[src/tcb_macros.svh]
//////////////////////////////////////////////////////////////////////
// bus subsystem dimensions
// manager count, bus widths and memory size shared by all blocks
//////////////////////////////////////////////////////////////////////

`ifndef TCB_MACROS_SVH
`define TCB_MACROS_SVH

// number of managers sharing the memory
`define TCB_IFN 3

// byte address width
`define TCB_ADR 16

// data width and number of byte lanes
`define TCB_DAT 32
`define TCB_BYT (`TCB_DAT/8)

// memory size in words
`define TCB_MEM_DEPTH 256

`endif

[src/tcb_bus_pkg.sv]
//////////////////////////////////////////////////////////////////////
// bus field types
// request and response fields of the tightly coupled bus
//////////////////////////////////////////////////////////////////////

`default_nettype none

`include "tcb_macros.svh"

package tcb_bus_pkg;

    //////////////////////////////////////////////////////////////////////
    // request fields
    //////////////////////////////////////////////////////////////////////

    // byte address
    typedef logic [`TCB_ADR-1:0] tcb_adr_t;

    // byte enables, one per lane
    typedef logic [`TCB_BYT-1:0] tcb_byt_t;

    // write data, also read data
    typedef logic [`TCB_DAT-1:0] tcb_dat_t;

    //////////////////////////////////////////////////////////////////////
    // interconnect
    //////////////////////////////////////////////////////////////////////

    // manager index for arbiter and multiplexer
    typedef logic [$clog2(`TCB_IFN)-1:0] tcb_sel_t;

endpackage : tcb_bus_pkg

`default_nettype wire

[src/tcb_arbiter.sv]
//////////////////////////////////////////////////////////////////////
// round-robin arbiter
// picks one requesting manager, holds the grant for a locked owner
//////////////////////////////////////////////////////////////////////

`default_nettype none

`include "tcb_macros.svh"

module tcb_arbiter (
    input  logic                  man,
    input  logic                  rst,
    input  logic                  vld [`TCB_IFN-1:0],
    input  logic                  lck [`TCB_IFN-1:0],
    input  logic                  trn,
    output tcb_bus_pkg::tcb_sel_t sel
);

    import tcb_bus_pkg::*;

    // search start, one past the last winner
    tcb_sel_t ptr;
    // lock owner and lock flag
    tcb_sel_t lck_sel;
    logic     lck_q;
    // winner of the round-robin search
    tcb_sel_t rr_sel;
    // requests as a packed vector
    logic [`TCB_IFN-1:0] req;

    //////////////////////////////////////////////////////////////////////
    // round-robin search
    //////////////////////////////////////////////////////////////////////

    always_comb begin : rr_search
        int unsigned idx;
        logic        found;
        found  = 1'b0;
        rr_sel = ptr;
        for (int unsigned k = 0; k < `TCB_IFN; k++) begin
            // wrap around the manager count
            idx = (int'(ptr) + k) % `TCB_IFN;
            req[k] = vld[k];
            if (!found && vld[idx]) begin
                found  = 1'b1;
                rr_sel = tcb_sel_t'(idx);
            end
        end
    end

    // locked owner wins over the search
    assign sel = lck_q ? lck_sel : rr_sel;

    //////////////////////////////////////////////////////////////////////
    // pointer and lock
    //////////////////////////////////////////////////////////////////////

    always_ff @(posedge man) begin
        if (rst) begin
            ptr     <= '0;
            lck_q   <= 1'b0;
            lck_sel <= '0;
        end else if (trn) begin
            // next search starts after the winner
            ptr     <= (int'(sel) == `TCB_IFN-1) ? '0 : sel + 1'b1;
            // lock taken or released on every transfer
            lck_q   <= lck[sel];
            lck_sel <= sel;
        end
    end

    // without a lock the grant goes to a requester
    a_sel_req : assert property (@(posedge man) disable iff (rst)
        !lck_q && (|req) |-> vld[sel]);

    // locked transfer keeps the grant on the next cycle
    a_lck_hold : assert property (@(posedge man) disable iff (rst)
        trn && lck[sel] |=> sel == $past(sel));

endmodule : tcb_arbiter

`default_nettype wire

[config.mk]
export PLATFORM = sky130hd
export DESIGN_NAME = tcb_arbiter
export DESIGN_NICKNAME = d
export VERILOG_FILES = /design/src/tcb_bus_pkg.sv /design/src/tcb_arbiter.sv
export VERILOG_INCLUDE_DIRS = /design/src
export SDC_FILE = /design/constraint.sdc
export NUM_CORES = 1
export LEC_CHECK = 0
export BUFFER_PORTS_ARGS = -buffer_cell sky130_fd_sc_hd__buf_4
export CAP_MARGIN = 25
export CORE_AREA = 2 2 39 41
export CTS_BUF_LIST = sky130_fd_sc_hd__clkbuf_8
export DETAILED_ROUTE_END_ITERATION = 10
export DIE_AREA = 0 0 41 43
export PLACE_DENSITY_LB_ADDON = 0.12
export SETUP_SLACK_MARGIN = 0.4
export SYNTH_ARGS = -nofsm -noshare
export SYNTH_HDL_FRONTEND = slang
export SYNTH_SLANG_ARGS = --single-unit
[constraint.sdc]
create_clock -name man -period 3.08 [get_ports man]
set_clock_uncertainty 0.2 [all_clocks]
set_input_delay 0.616 -clock man [delete_from_list [all_inputs] [get_ports man]]
set_output_delay 0.616 -clock man [all_outputs]
set_load 0.005 [all_outputs]
-- Yosys cells after proc, flatten, opt, wreduce, memory -nomap -nowiden
Index checks and enable logic that the tools add are counted.
- flip-flop bits (word level): 5
- output and inout port bits: 2
- word-level logic and storage cells: 33
- add/sub/neg operators: 3
- div/mod/pow operators: 3
- $lt $le $gt $ge: 4
- equal/unequal tests: 1
- muxes and demuxes: 15
- reduce and logical (&&, ||, !) cells: 4
- operator list (operator ; number):
    $lt 32x3->1 const B ; 3
    $mod 32x2->32 const B ; 2
    $mod 2x2->32 const B ; 1
    $mux 2 ; 5
    $bmux 1 s2 ; 4
    $mux 1 ; 6
    $add 2x1->3 const B ; 1
    $add 2x2->3 const B ; 1
    $lt 2x3->1 const B ; 1
    $add 2x1->2 const B ; 1
    $eq 2x2->1 const B ; 1
    $logic_and 1x1->1 ; 2
    $logic_not 1->1 ; 2

-- Logic depth before layout (Yosys ltp)
- depth in word-level cells: 13
- gate-level depth with buffers: 9
- mapped depth without buffers: 8

-- Least setup slack after synthesis
Ideal clock, no wire load.
- path type: register -> output
- start: register ptr[0]
- end: output port sel[1]
- arrival time: 1619 ps
- data required time: 2264 ps
- setup slack: 645 ps
- cell stages (with the launch flop): 8
- buffers on the path: 1
- path through: dfxtp_1 -> inv_1 -> ha_1 -> buf_4 -> mux2i_1 -> o22a_2 -> a22oi_1 -> o31ai_2
- cells in the longest elaborated chain, start to end: 11
- elaborated cells between the ends (all ways): 21
- those cells by class: add/sub (2); div (3); mux (12); reduce/logical (4)
- ends and longest elaborated chain (what ; line ; text):
    start, declared ; tcb_arbiter.sv:22 ; tcb_sel_t ptr;
    start signal, assigned ; tcb_arbiter.sv:65 ; ptr <= (int'(sel) == `TCB_IFN-1) ? '0 : sel + 1'b1;
    branches (longest 9 deep; another with $mod 32x2->32) ; -- ;
    $mux 2 * ; tcb_arbiter.sv:44 ; if (!found && vld[idx]) begin
    $mux 2 * ; tcb_arbiter.sv:52 ; assign sel = lck_q ? lck_sel : rr_sel;
    end, declared ; tcb_arbiter.sv:16 ; output tcb_bus_pkg::tcb_sel_t sel
Mark *: on every way between the ends. The select of a mux whose other input is x is not followed.

-- Final worst setup path
- start: register ptr[1]
- end: output port sel[0]
Same word-level chain as after synthesis.

==> metrics.md <==
| Metric | Value |
|---|---|
| Synthesis-to-layout area growth | 55.8% |
| Root Buffer | clkbuf_8 |
| Fin crit share | 85.8% |
| Busiest grt layer | met2 |
| Routing usage on met1 | 24.8% |
| Most common cell after layout, fill and taps aside | buf_4 |
| CP Max Fanout | 4 |
| IO Port Bufs | 10 |
| Clk slew on worst S/H paths | 0.03 ns |
| Drt pass-1 iters | 4 |
| Post-DRT Antenna Nets | 0 |
| FILL cells | 124 |
| Synth cell types | 31 |
| Avg WL per Cell | 14.2 um |
| Share of the synthesized area in the top cell type | 17.9% |
| Worst Hold Class | reg2reg |
| Leading area contributor after synthesis | dfxtp_1 |
| Row cnt | 14 |
| Fin worst setup slack | 0.437 ns |
| Slew Limit Fails | 0 |
| Vias per Instance | 5.56 |
| Die Wd | 41 um |
| Antenna Cells | 0 |
| Met3 usage | 3.14% |
| Place WS | 0.314 ns |
| Post-Syn Instances | 67 |
| Fmax | 0.378 GHz |
| Crit Path Category | reg2out |
| Critical Path Start Type | flop |
| Fin util | 62.8% |
| CTS buffer count | 3 |
| Final setup fails | 0 |
| Vias | 600 |
| Worst-Skew Late Latency | 0.22 ns |
| Critical path, cell by cell | inv_4, ha_4, mux2_4, mux2_4, a21oi_2, a22oi_1, inv_1, buf_6 |
| Layout cell share with drive strength beyond 1 | 48.9% |
| Max-cap violation count | 0 |
| Most frequent cells in the layout | 22 x buf_4, 6 x inv_1 |
| Max incr delay on CP | 0.38 ns |
| Actual slew at the worst max-slew pin | 0.445 ns |
| Clk sinks | 5 |
| Initial antenna violation count | 0 |
| Mean Syn Cell Area | 8.33 um^2 |
| CTS Hold Bufs | 0 |
| Routability cong. | 0.791 |
| Setup_tns | 0 ns |
| Leak Pwr | 0.353 nW |
| M2 GR Usage | 29.7% |
| Power Density | 740 mW/mm^2 |
| Launching point of the worst reg2reg path | ptr[1]$_SDFFE_PP0P_ |
| GRT overflow | 0 |
| Crit. End Element | primary output |
| Die H | 43 um |
| Setup crit start | ptr[1]$_SDFFE_PP0P_ |
| Largest cells by area after synthesis | dfxtp_1 18%, ha_1 9.0%, mux2i_1 9.0% |
| Status | finished, final reports clean |
| Total power | 0.643 mW |
| Drt initial violations | 17 |
| # H-tree levels | 1 |
| Most frequent CP cell | mux2_4 |
| Initial Util | 40.3% |
| Nets | 106 |
| Drc violations | 0 |
| Worst hold start | lck_sel[1]$_SDFFE_PP0P_ |
| CTS tree | built |
| Design area | 870 um^2 |
| First-pass GRT wire length | 2330 um |
| Placed cell area | 646 um^2 |
| Worst Path Required | 2.26 ns |
| Crit path arrival time | 1.83 ns |
| Yosys warnings | 0 |
| Unrepaired setup endpoints after global routing | yes |
| Number of global-route vias before repair | 557 |
| Total track usage | 20.0% |
| Io pins | 11 |
| Syn Std Cell Area | 558 um^2 |
| Register area share after synthesis | 17.9% |
| Headroom to the max-slew limit | 70.3% |
| VDD IR-drop max | 0.000470 V |
| Clock buffer depth | 2 |
| Final hold violations | 0 |
| Post-DP HPWL | 946 um |
| Yosys reg bits | 5 |
| Largest net degree at the start of global routing | 9 |
| Syn nets | 80 |
| Core area | 0.00138 mm^2 |
| Crit path max-delay cell type | dfxtp_4 |
| Die footprint | 0.00176 mm^2 |
| Minimum clock period | 2.64 ns |
| Total wire length | 1530 um |
[cells by family (layout without fill, tap and decap cells)]
family	after synthesis	in the layout	synth area share, %
compound gates	22	22	30.7
fa+ha+maj	4	4	8.97
buf+inv	9	34	7.40
flops	5	5	17.9
mux	7	7	13.7
simple gates	20	20	21.3
[worst max-delay path, delay by kind of cell, from the launching register on]
kind / cells / cell delay, ns
fa+ha+maj: 1 / 0.17
compound gates: 2 / 0.22
mux: 2 / 0.60
buf+inv: 3 / 0.23
flops: 1 / 0.38
[synth_stat cells]
library cell / n
inv_1: 7
dfxtp_1: 5
mux2i_1: 5
ha_1: 4
nand2_1: 4
nor2_1: 4
nor3b_1: 4
a21oi_1: 3
nand2b_1: 3
a211oi_1: 2
a22oi_1: 2
a31oi_1: 2
buf_4: 2
o211ai_1: 2
o21ai_1: 2
a21bo_2: 1
a222oi_1: 1
a32oi_1: 1
and2b_4: 1
mux2_2: 1
mux2_4: 1
nand3b_1: 1
nand4bb_1: 1
nor3_1: 1
o21ai_0: 1
o21ba_2: 1
o22a_2: 1
o22ai_1: 1
o31ai_2: 1
o41ai_2: 1
or3_1: 1
[registers in the layout (all words and copies together), names as in the netlist]
signal,cells
lck_q,1
ptr,2
lck_sel,2
[layer usage]
layer  routed length, um  vias up
met2                 722       22
met1                 678      271
li1                    -      303
met4                  35        0
met3                  92        4
met5                   0        -
[report_power, final]
group	leakage, nW	internal [mW]	switching (mW)
Sequential	0.0426	0.0813	0.0223
Clock	0.0269	0.0854	0.0321
Combinational	0.284	0.239	0.183
Total	0.353	0.406	0.237
[worst paths after layout]
path / to / slack [ns] / depth (start not counted)
setup reg to reg: ptr[0]$_SDFFE_PP0P_ / 0.62 / 11
hold reg to reg: lck_sel[1]$_SDFFE_PP0P_ / 0.28 / 2
hold / removal: lck_sel[1]$_SDFFE_PP0P_ / 0.28 / 2
setup / recovery: sel[0] / 0.44 / 8
[through the flow]
stage / hold slack, ns / std cells
final: 0.278 / 108
after global routing: 0.314 / 108
after CTS: 0.280 / 102
after detailed placement: 0.276 / 92
after global placement: 0.274 / 92
after floorplan: 0.260 / 67
[final cells by class]
cell class                      count  area (um^2)  share of cell area [%]
Multi-Input combinational cell     53          489                    56.3
Clock inverter                      1         3.75                   0.432
Timing Repair Buffer               23          176                    20.3
Sequential cell                     5          108                    12.4
Inverter                            7         31.3                    3.60
Clock buffer                        3         41.3                    4.75
Tap cell                           16         20.0                    2.30
[what timing repair did]
action                     in CTS  in global routing
hold endpoints to repair        0                  0
buffers inserted                6                  6
pin swaps                       5                  8
setup endpoints to repair       2                  2
gates resized for setup        12                  9
No activity file was read; power rests on OpenSTA's default activity.
