$ cat src/tcb_macros.svh
//////////////////////////////////////////////////////////////////////
// bus subsystem dimensions
// manager count, bus widths and memory size shared by all blocks
//////////////////////////////////////////////////////////////////////

`ifndef TCB_MACROS_SVH
`define TCB_MACROS_SVH

// number of managers sharing the memory
`define TCB_IFN 3

// byte address width
`define TCB_ADR 16

// data width and number of byte lanes
`define TCB_DAT 32
`define TCB_BYT (`TCB_DAT/8)

// memory size in words
`define TCB_MEM_DEPTH 256

`endif

$ cat src/tcb_bus_pkg.sv
//////////////////////////////////////////////////////////////////////
// bus field types
// request and response fields of the tightly coupled bus
//////////////////////////////////////////////////////////////////////

`default_nettype none

`include "tcb_macros.svh"

package tcb_bus_pkg;

    //////////////////////////////////////////////////////////////////////
    // request fields
    //////////////////////////////////////////////////////////////////////

    // byte address
    typedef logic [`TCB_ADR-1:0] tcb_adr_t;

    // byte enables, one per lane
    typedef logic [`TCB_BYT-1:0] tcb_byt_t;

    // write data, also read data
    typedef logic [`TCB_DAT-1:0] tcb_dat_t;

    //////////////////////////////////////////////////////////////////////
    // interconnect
    //////////////////////////////////////////////////////////////////////

    // manager index for arbiter and multiplexer
    typedef logic [$clog2(`TCB_IFN)-1:0] tcb_sel_t;

endpackage : tcb_bus_pkg

`default_nettype wire

$ cat src/tcb_multiplexer.sv
//////////////////////////////////////////////////////////////////////
// request multiplexer
// routes the selected manager to the memory port, sends ready to it
// and returns the response one cycle later by a registered select
//////////////////////////////////////////////////////////////////////

`default_nettype none

`include "tcb_macros.svh"

module tcb_multiplexer (
    input  logic                  man,
    input  logic                  rst,
    input  tcb_bus_pkg::tcb_sel_t sel,
    // manager side, one entry per manager
    input  logic                  sub_vld [`TCB_IFN-1:0],
    input  logic                  sub_wen [`TCB_IFN-1:0],
    input  logic                  sub_ren [`TCB_IFN-1:0],
    input  tcb_bus_pkg::tcb_adr_t sub_adr [`TCB_IFN-1:0],
    input  tcb_bus_pkg::tcb_byt_t sub_byt [`TCB_IFN-1:0],
    input  tcb_bus_pkg::tcb_dat_t sub_wdt [`TCB_IFN-1:0],
    output logic                  sub_rdy [`TCB_IFN-1:0],
    output tcb_bus_pkg::tcb_dat_t sub_rdt [`TCB_IFN-1:0],
    output logic                  sub_err [`TCB_IFN-1:0],
    // subordinate side
    output logic                  man_vld,
    output logic                  man_wen,
    output logic                  man_ren,
    output tcb_bus_pkg::tcb_adr_t man_adr,
    output tcb_bus_pkg::tcb_byt_t man_byt,
    output tcb_bus_pkg::tcb_dat_t man_wdt,
    input  logic                  man_rdy,
    input  tcb_bus_pkg::tcb_dat_t man_rdt,
    input  logic                  man_err,
    output logic                  trn
);

    import tcb_bus_pkg::*;

    // select of the manager owning the pending response
    tcb_sel_t rsp_sel;

    //////////////////////////////////////////////////////////////////////
    // control
    //////////////////////////////////////////////////////////////////////

    // transfer on the subordinate port
    assign trn = man_vld & man_rdy;

    // response follows the transfer by one cycle
    always_ff @(posedge man) begin
        if (rst) begin
            rsp_sel <= '0;
        end else if (trn) begin
            rsp_sel <= sel;
        end
    end

    //////////////////////////////////////////////////////////////////////
    // request
    //////////////////////////////////////////////////////////////////////

    // zero latency path from the selected manager
    assign man_vld = sub_vld[sel];
    assign man_wen = sub_wen[sel];
    assign man_ren = sub_ren[sel];
    assign man_adr = sub_adr[sel];
    assign man_byt = sub_byt[sel];
    assign man_wdt = sub_wdt[sel];

    //////////////////////////////////////////////////////////////////////
    // response
    //////////////////////////////////////////////////////////////////////

    for (genvar i = 0; i < `TCB_IFN; i++) begin : gen_rsp
        // read data shared by all managers
        assign sub_rdt[i] = man_rdt;
        // error only for the owner of the response
        assign sub_err[i] = (rsp_sel == tcb_sel_t'(i)) ? man_err : 1'b0;
        // ready only for the manager being served now
        assign sub_rdy[i] = (sel == tcb_sel_t'(i)) ? man_rdy : 1'b0;
    end : gen_rsp

    // select never points past the last manager
    a_sel_range : assert property (@(posedge man) disable iff (rst)
        int'(sel) < `TCB_IFN);

endmodule : tcb_multiplexer

`default_nettype wire

$ cat config.mk
export PLATFORM = sky130hd
export DESIGN_NAME = tcb_multiplexer
export DESIGN_NICKNAME = d
export VERILOG_FILES = /design/src/tcb_bus_pkg.sv /design/src/tcb_multiplexer.sv
export VERILOG_INCLUDE_DIRS = /design/src
export SDC_FILE = /design/constraint.sdc
export NUM_CORES = 1
export LEC_CHECK = 0
export BUFFER_PORTS_ARGS = -buffer_cell sky130_fd_sc_hd__buf_2
export CAP_MARGIN = 20
export CORE_AREA = 2 2 140 142
export CTS_BUF_LIST = sky130_fd_sc_hd__clkbuf_4 sky130_fd_sc_hd__clkbuf_8 sky130_fd_sc_hd__clkbuf_16
export CTS_CLUSTER_SIZE = 14
export DETAILED_ROUTE_END_ITERATION = 10
export DIE_AREA = 0 0 142 144
export GPL_TIMING_DRIVEN = 0
export PLACE_DENSITY = 0.44
export SETUP_SLACK_MARGIN = 0.1
export SYNTH_ARGS = -nofsm -noshare
export SYNTH_HDL_FRONTEND = slang
export SYNTH_SLANG_ARGS = --single-unit
$ cat constraint.sdc
create_clock -name man -period 0.8 [get_ports man]
set_input_delay 0.08 -clock man [delete_from_list [all_inputs] [get_ports man]]
set_output_delay 0.08 -clock man [all_outputs]
set_load 0.02 [all_outputs]
# Yosys cells after proc, flatten, opt, wreduce, memory -nomap -nowiden
# Index checks and enable logic that the tools add are counted.
# totals
regBits,2
input_bits,203
elab_cells,27
# op_classes
magnitude_cmp,1
eq_ne,4
mux,18
bitwise,1
reduce_logical,2
# ops
op,n
32-bit binary-select mux with 2-bit select,1
16-bit binary-select mux with 2-bit select,1
32-bit 2-to-1 mux,1
16-bit 2-to-1 mux,1
1-bit 2-to-1 mux,9
4-bit binary-select mux with 2-bit select,1
1-bit binary-select mux with 2-bit select,3
2-bit by 1-bit == test with 1-bit output (second input constant),2
2-bit == test (second input constant),2
2-bit zero test,2
4-bit 2-to-1 mux,1
2-bit by 3-bit less-than comparator with 1-bit output (second input constant),1
1-bit AND,1

# Longest topological paths before layout
# depth
ltp_word,3
depth_mapped,6

# Worst setup path after synthesis
# No wires, ideal clock.
# synth_path
kind,input to register
startpoint,in sel[0]
endpoint,reg rsp_sel[0]
setup_time_ns,0.124
arrival_time_ns,1.181
required_ns,0.676
setup_slack_ns,-0.506
cell_stages,5
path_cell_list,buf_2 -> nand2b_1 -> mux2i_1 -> and2_1 -> o21ai_1
# synth_between
elab_chain_len,3
# synth_lines
item,line,rtl
start: declaration,tcb_multiplexer.sv:14,"input tcb_bus_pkg::tcb_sel_t sel,"
1-bit binary-select mux with 2-bit select,tcb_multiplexer.sv:64,assign man_vld = sub_vld[sel];
1-bit 2-to-1 mux (implied by the code),tcb_multiplexer.sv:64,
net man_vld,tcb_multiplexer.sv:26,"output logic man_vld,"
1-bit AND,tcb_multiplexer.sv:48,assign trn = man_vld & man_rdy;
net trn,tcb_multiplexer.sv:35,output logic trn
end signal: assignment,tcb_multiplexer.sv:55,rsp_sel <= sel;
end: declaration,tcb_multiplexer.sv:41,tcb_sel_t rsp_sel;
# The timed path passes the listed nets, and every way through them passes these cells. The select of a mux whose other input is x is not followed.
# A chain may end at the register's enable or synchronous reset.

# Worst setup path in the final report
# layout_path
startpoint,in sel[0]
endpoint,out man_wdt[13]
# layout_between
elab_chain_len,2
# layout_lines
item,line,rtl
32-bit binary-select mux with 2-bit select,tcb_multiplexer.sv:69,assign man_wdt = sub_wdt[sel];
32-bit 2-to-1 mux (implied by the code),tcb_multiplexer.sv:69,
end: declaration,tcb_multiplexer.sv:31,"output tcb_bus_pkg::tcb_dat_t man_wdt,"
# No other way between the ends. The select of a mux whose other input is x is not followed.

==> results.sh <==
export IMPL_status="finished with violations"
export IMPL_failed_checks="negative setup slack"
export IMPL_grt_ovfl_total=0
export IMPL_fp_row_count=51
export IMPL_reg_top3="rsp_sel: 2 flops"
export IMPL_postSynthCellCount=299
export IMPL_cp_cell_sequence="buf_12, and2b_1, buf_12, buf_8, nand2_1, o21ai_2, buf_6"
export IMPL_final_nets=840
export IMPL_start_util_pct=10.9
export IMPL_vias=3102
export IMPL_required_ns=0.72
export IMPL_setup_viol=62
export IMPL_critPathMaxFanout=10
export IMPL_dr_first_iter_drc_count=32
export IMPL_top_register="rsp_sel"
export IMPL_fillCellCount=2094
export IMPL_path_class="in -> out"
export IMPL_startpoint_type="input port"
export IMPL_min_path_type="in -> reg"
export IMPL_wl_per_cell_um=11.8
export IMPL_die_area_mm2=0.0204
export IMPL_pwr_density_cell_mw_per_mm2=823
export IMPL_ys_warn_count=0
export IMPL_p_leak_nw=2.80
export IMPL_drt_vias_per_instance=3.55
export IMPL_dieWidth_um=142
export IMPL_syn_nets=502
export IMPL_maxCapViolCount=0
export IMPL_mostFrequentLayoutCell="buf_2"
export IMPL_ys_types=21
export IMPL_synth_seq_area_share_pct=1.92
export IMPL_final_antenna_net_count=0
export IMPL_hold_buffers=0
export IMPL_fmax_mhz=905
export IMPL_seq_area_um2=45.0
export IMPL_setup_slack_ns=-0.305
export IMPL_final_util_pct=26.6
export IMPL_rsz0062_at_grt="yes"
export IMPL_grt_pass1_wl_um=13900
export IMPL_clkSlewWorstSetupHoldPaths_ns=0.03
export IMPL_pin_count=361
export IMPL_grtUsageTotal_pct=8.53
export IMPL_p_switching_mw=1.72
export IMPL_antenna_found_initial=0
export IMPL_finalCritPeriodShare_pct=138
export IMPL_syn_cell_area_mm2=0.00208
export IMPL_p_int_mw=2.46
export IMPL_multi_input_area_mm2=0.00155
export IMPL_p_sw_share_pct=41.1
export IMPL_h_tree_depth=1
export IMPL_crit_top_cell="buf_12"
export IMPL_worstSetupEndpointType="primary output"
export IMPL_cts_sinks=2
export IMPL_largest_reg_flops=2
export IMPL_grt_pass1_vias=2786
export IMPL_n_antenna_cell=0
export IMPL_core_area_mm2=0.0191
export IMPL_cts_made_buffers=3
export IMPL_syn_mean_instance_area_um2=6.96
export IMPL_io_buffers=326
export IMPL_slew_headroom_pct=50.1
export IMPL_drv_slew=0
export IMPL_clk_latency_ns=0.22
export IMPL_worstMarginPinSlew_ns=0.749
export IMPL_fin_crit_ns=1.10
export IMPL_drtPass1Iterations=4
export IMPL_ys_ff_latch=2
export IMPL_syn2layout_area_growth_pct=144
export IMPL_cts_root_buf="clkbuf_16"
export IMPL_final_cell_mix="264 x buf_2, 103 x buf_4, 60 x buf_6"
export IMPL_gp_congestion=0.797
export IMPL_drive_above_1_share_pct=84.3
export IMPL_fp_dieH_um=144
export IMPL_final_hold_violation_count=0
export IMPL_fin_skew_ns=0
export IMPL_hold_slack_ns=0.0382
export IMPL_dp_hpwl_um=8660
export IMPL_ir_worst_vdd_v=0.000603
export IMPL_preCtsSetupSlack_ns=-0.447
export IMPL_cts_buffer_depth=2
export IMPL_seq_power_share_pct=2.6
export IMPL_crit_slowest_cell="and2b_1"
export IMPL_power_frac_comb_pct=79.3
export IMPL_cts_tree="yes"
export IMPL_grt_max_degree=11
export IMPL_cpPeakStageDelay_ns=0.22
export IMPL_routed_wl_um=10300
export IMPL_power_total_mw=4.18
export IMPL_arrival_ns=1.02
export IMPL_drc_errors=0
export IMPL_p_clk_share_pct=18.1
-- worst max-delay path: cells and delay by family --
| family | cells | cell delay, ns |
|---|---|---|
| buf+inv | 4 | 0.56 |
| simple gates | 2 | 0.29 |
| compound gates | 1 | 0.09 |
-- per-stage QoR --
stage	cells	instance area (um2)	setup TNS [ns]
floorplan	299	2390	-6.27
global placement	863	4320	-19.10
detailed placement	863	4320	-19.39
CTS	873	5040	-15.75
global route	873	5080	-18.42
finish	873	5080	-15.06
-- power by group through the flow --
stage / registers (mW) / clock network (mW) / logic, mW
final: 0.111 / 0.755 / 3.31
after global routing: 0.112 / 0.770 / 3.54
after CTS: 0.110 / 0.764 / 3.33
after detailed placement: 0.113 / 0 / 2.82
after global placement: 0.113 / 0 / 2.82
after floorplan: 0.111 / 0 / 1.81
-- layout make-up --
type | count | area share [%]
well taps | 238 | 5.87
flip-flops and latches | 2 | 0.887
clock buffers | 3 | 1.48
repair buffers | 333 | 41.6
plain buffers | 115 | 19.6
inverters | 1 | 0.0739
multi-input cells | 181 | 30.5
-- worst paths after layout --
check,cells past startpoint,slack (ns),startpoint,to
worst min-delay path,2,0.04,rst,rsp_sel[1]
worst max register to register,2,0.14,rsp_sel[1],rsp_sel[1]
worst max-delay path,7,-0.30,sel[0],man_wdt[13]
worst min register to register,2,0.52,rsp_sel[0],rsp_sel[0]
-- routing by layer --
layer  up-vias  wire, um  GRT usage (%)
met5         -         0              0
met2       173      5750           17.7
li1       1585         -              -
met3         6       694           1.06
met1      1338      3770           9.19
met4         0        78           1.42
-- timing repair --
item | 4_1_cts | 5_1_grt
setup buffers | 5 | 0
endpoints found under the setup margin | 63 | 64
cloned | 2 | 0
resized for setup | 168 | 12
pin swaps | 10 | 3
-- cells in the mapped netlist --
cell / count / area, um2
nor2_1: 2 / 7.51
buf_2: 2 / 10.0
o21ai_0: 44 / 220
o21ai_2: 1 / 8.76
inv_1: 1 / 3.75
o21ai_1: 12 / 60.1
nand2b_1: 2 / 12.5
and2b_1: 1 / 7.51
nand2_1: 55 / 206
and3b_1: 2 / 17.5
dfxtp_1: 2 / 40.0
buf_8: 5 / 75.1
buf_4: 97 / 728
buf_6: 6 / 67.6
a21oi_1: 1 / 5.00
mux2i_1: 56 / 561
nor3_1: 1 / 5.00
clkbuf_1: 5 / 18.8
nor3b_1: 1 / 7.51
nand3b_1: 1 / 7.51
and2_1: 2 / 12.5
-- cell families (layout without fill, tap and decap cells) --
kind of cell,count (synthesis),count (layout),synth area share [%]
flip-flops,2,2,1.92
AO/OA/AOI/OAI,58,58,14.1
multiplexers,56,56,26.9
buffers and inverters,116,452,43.4
AND/OR/NAND/NOR,67,67,13.6
No activity file was read; power rests on OpenSTA's default activity.
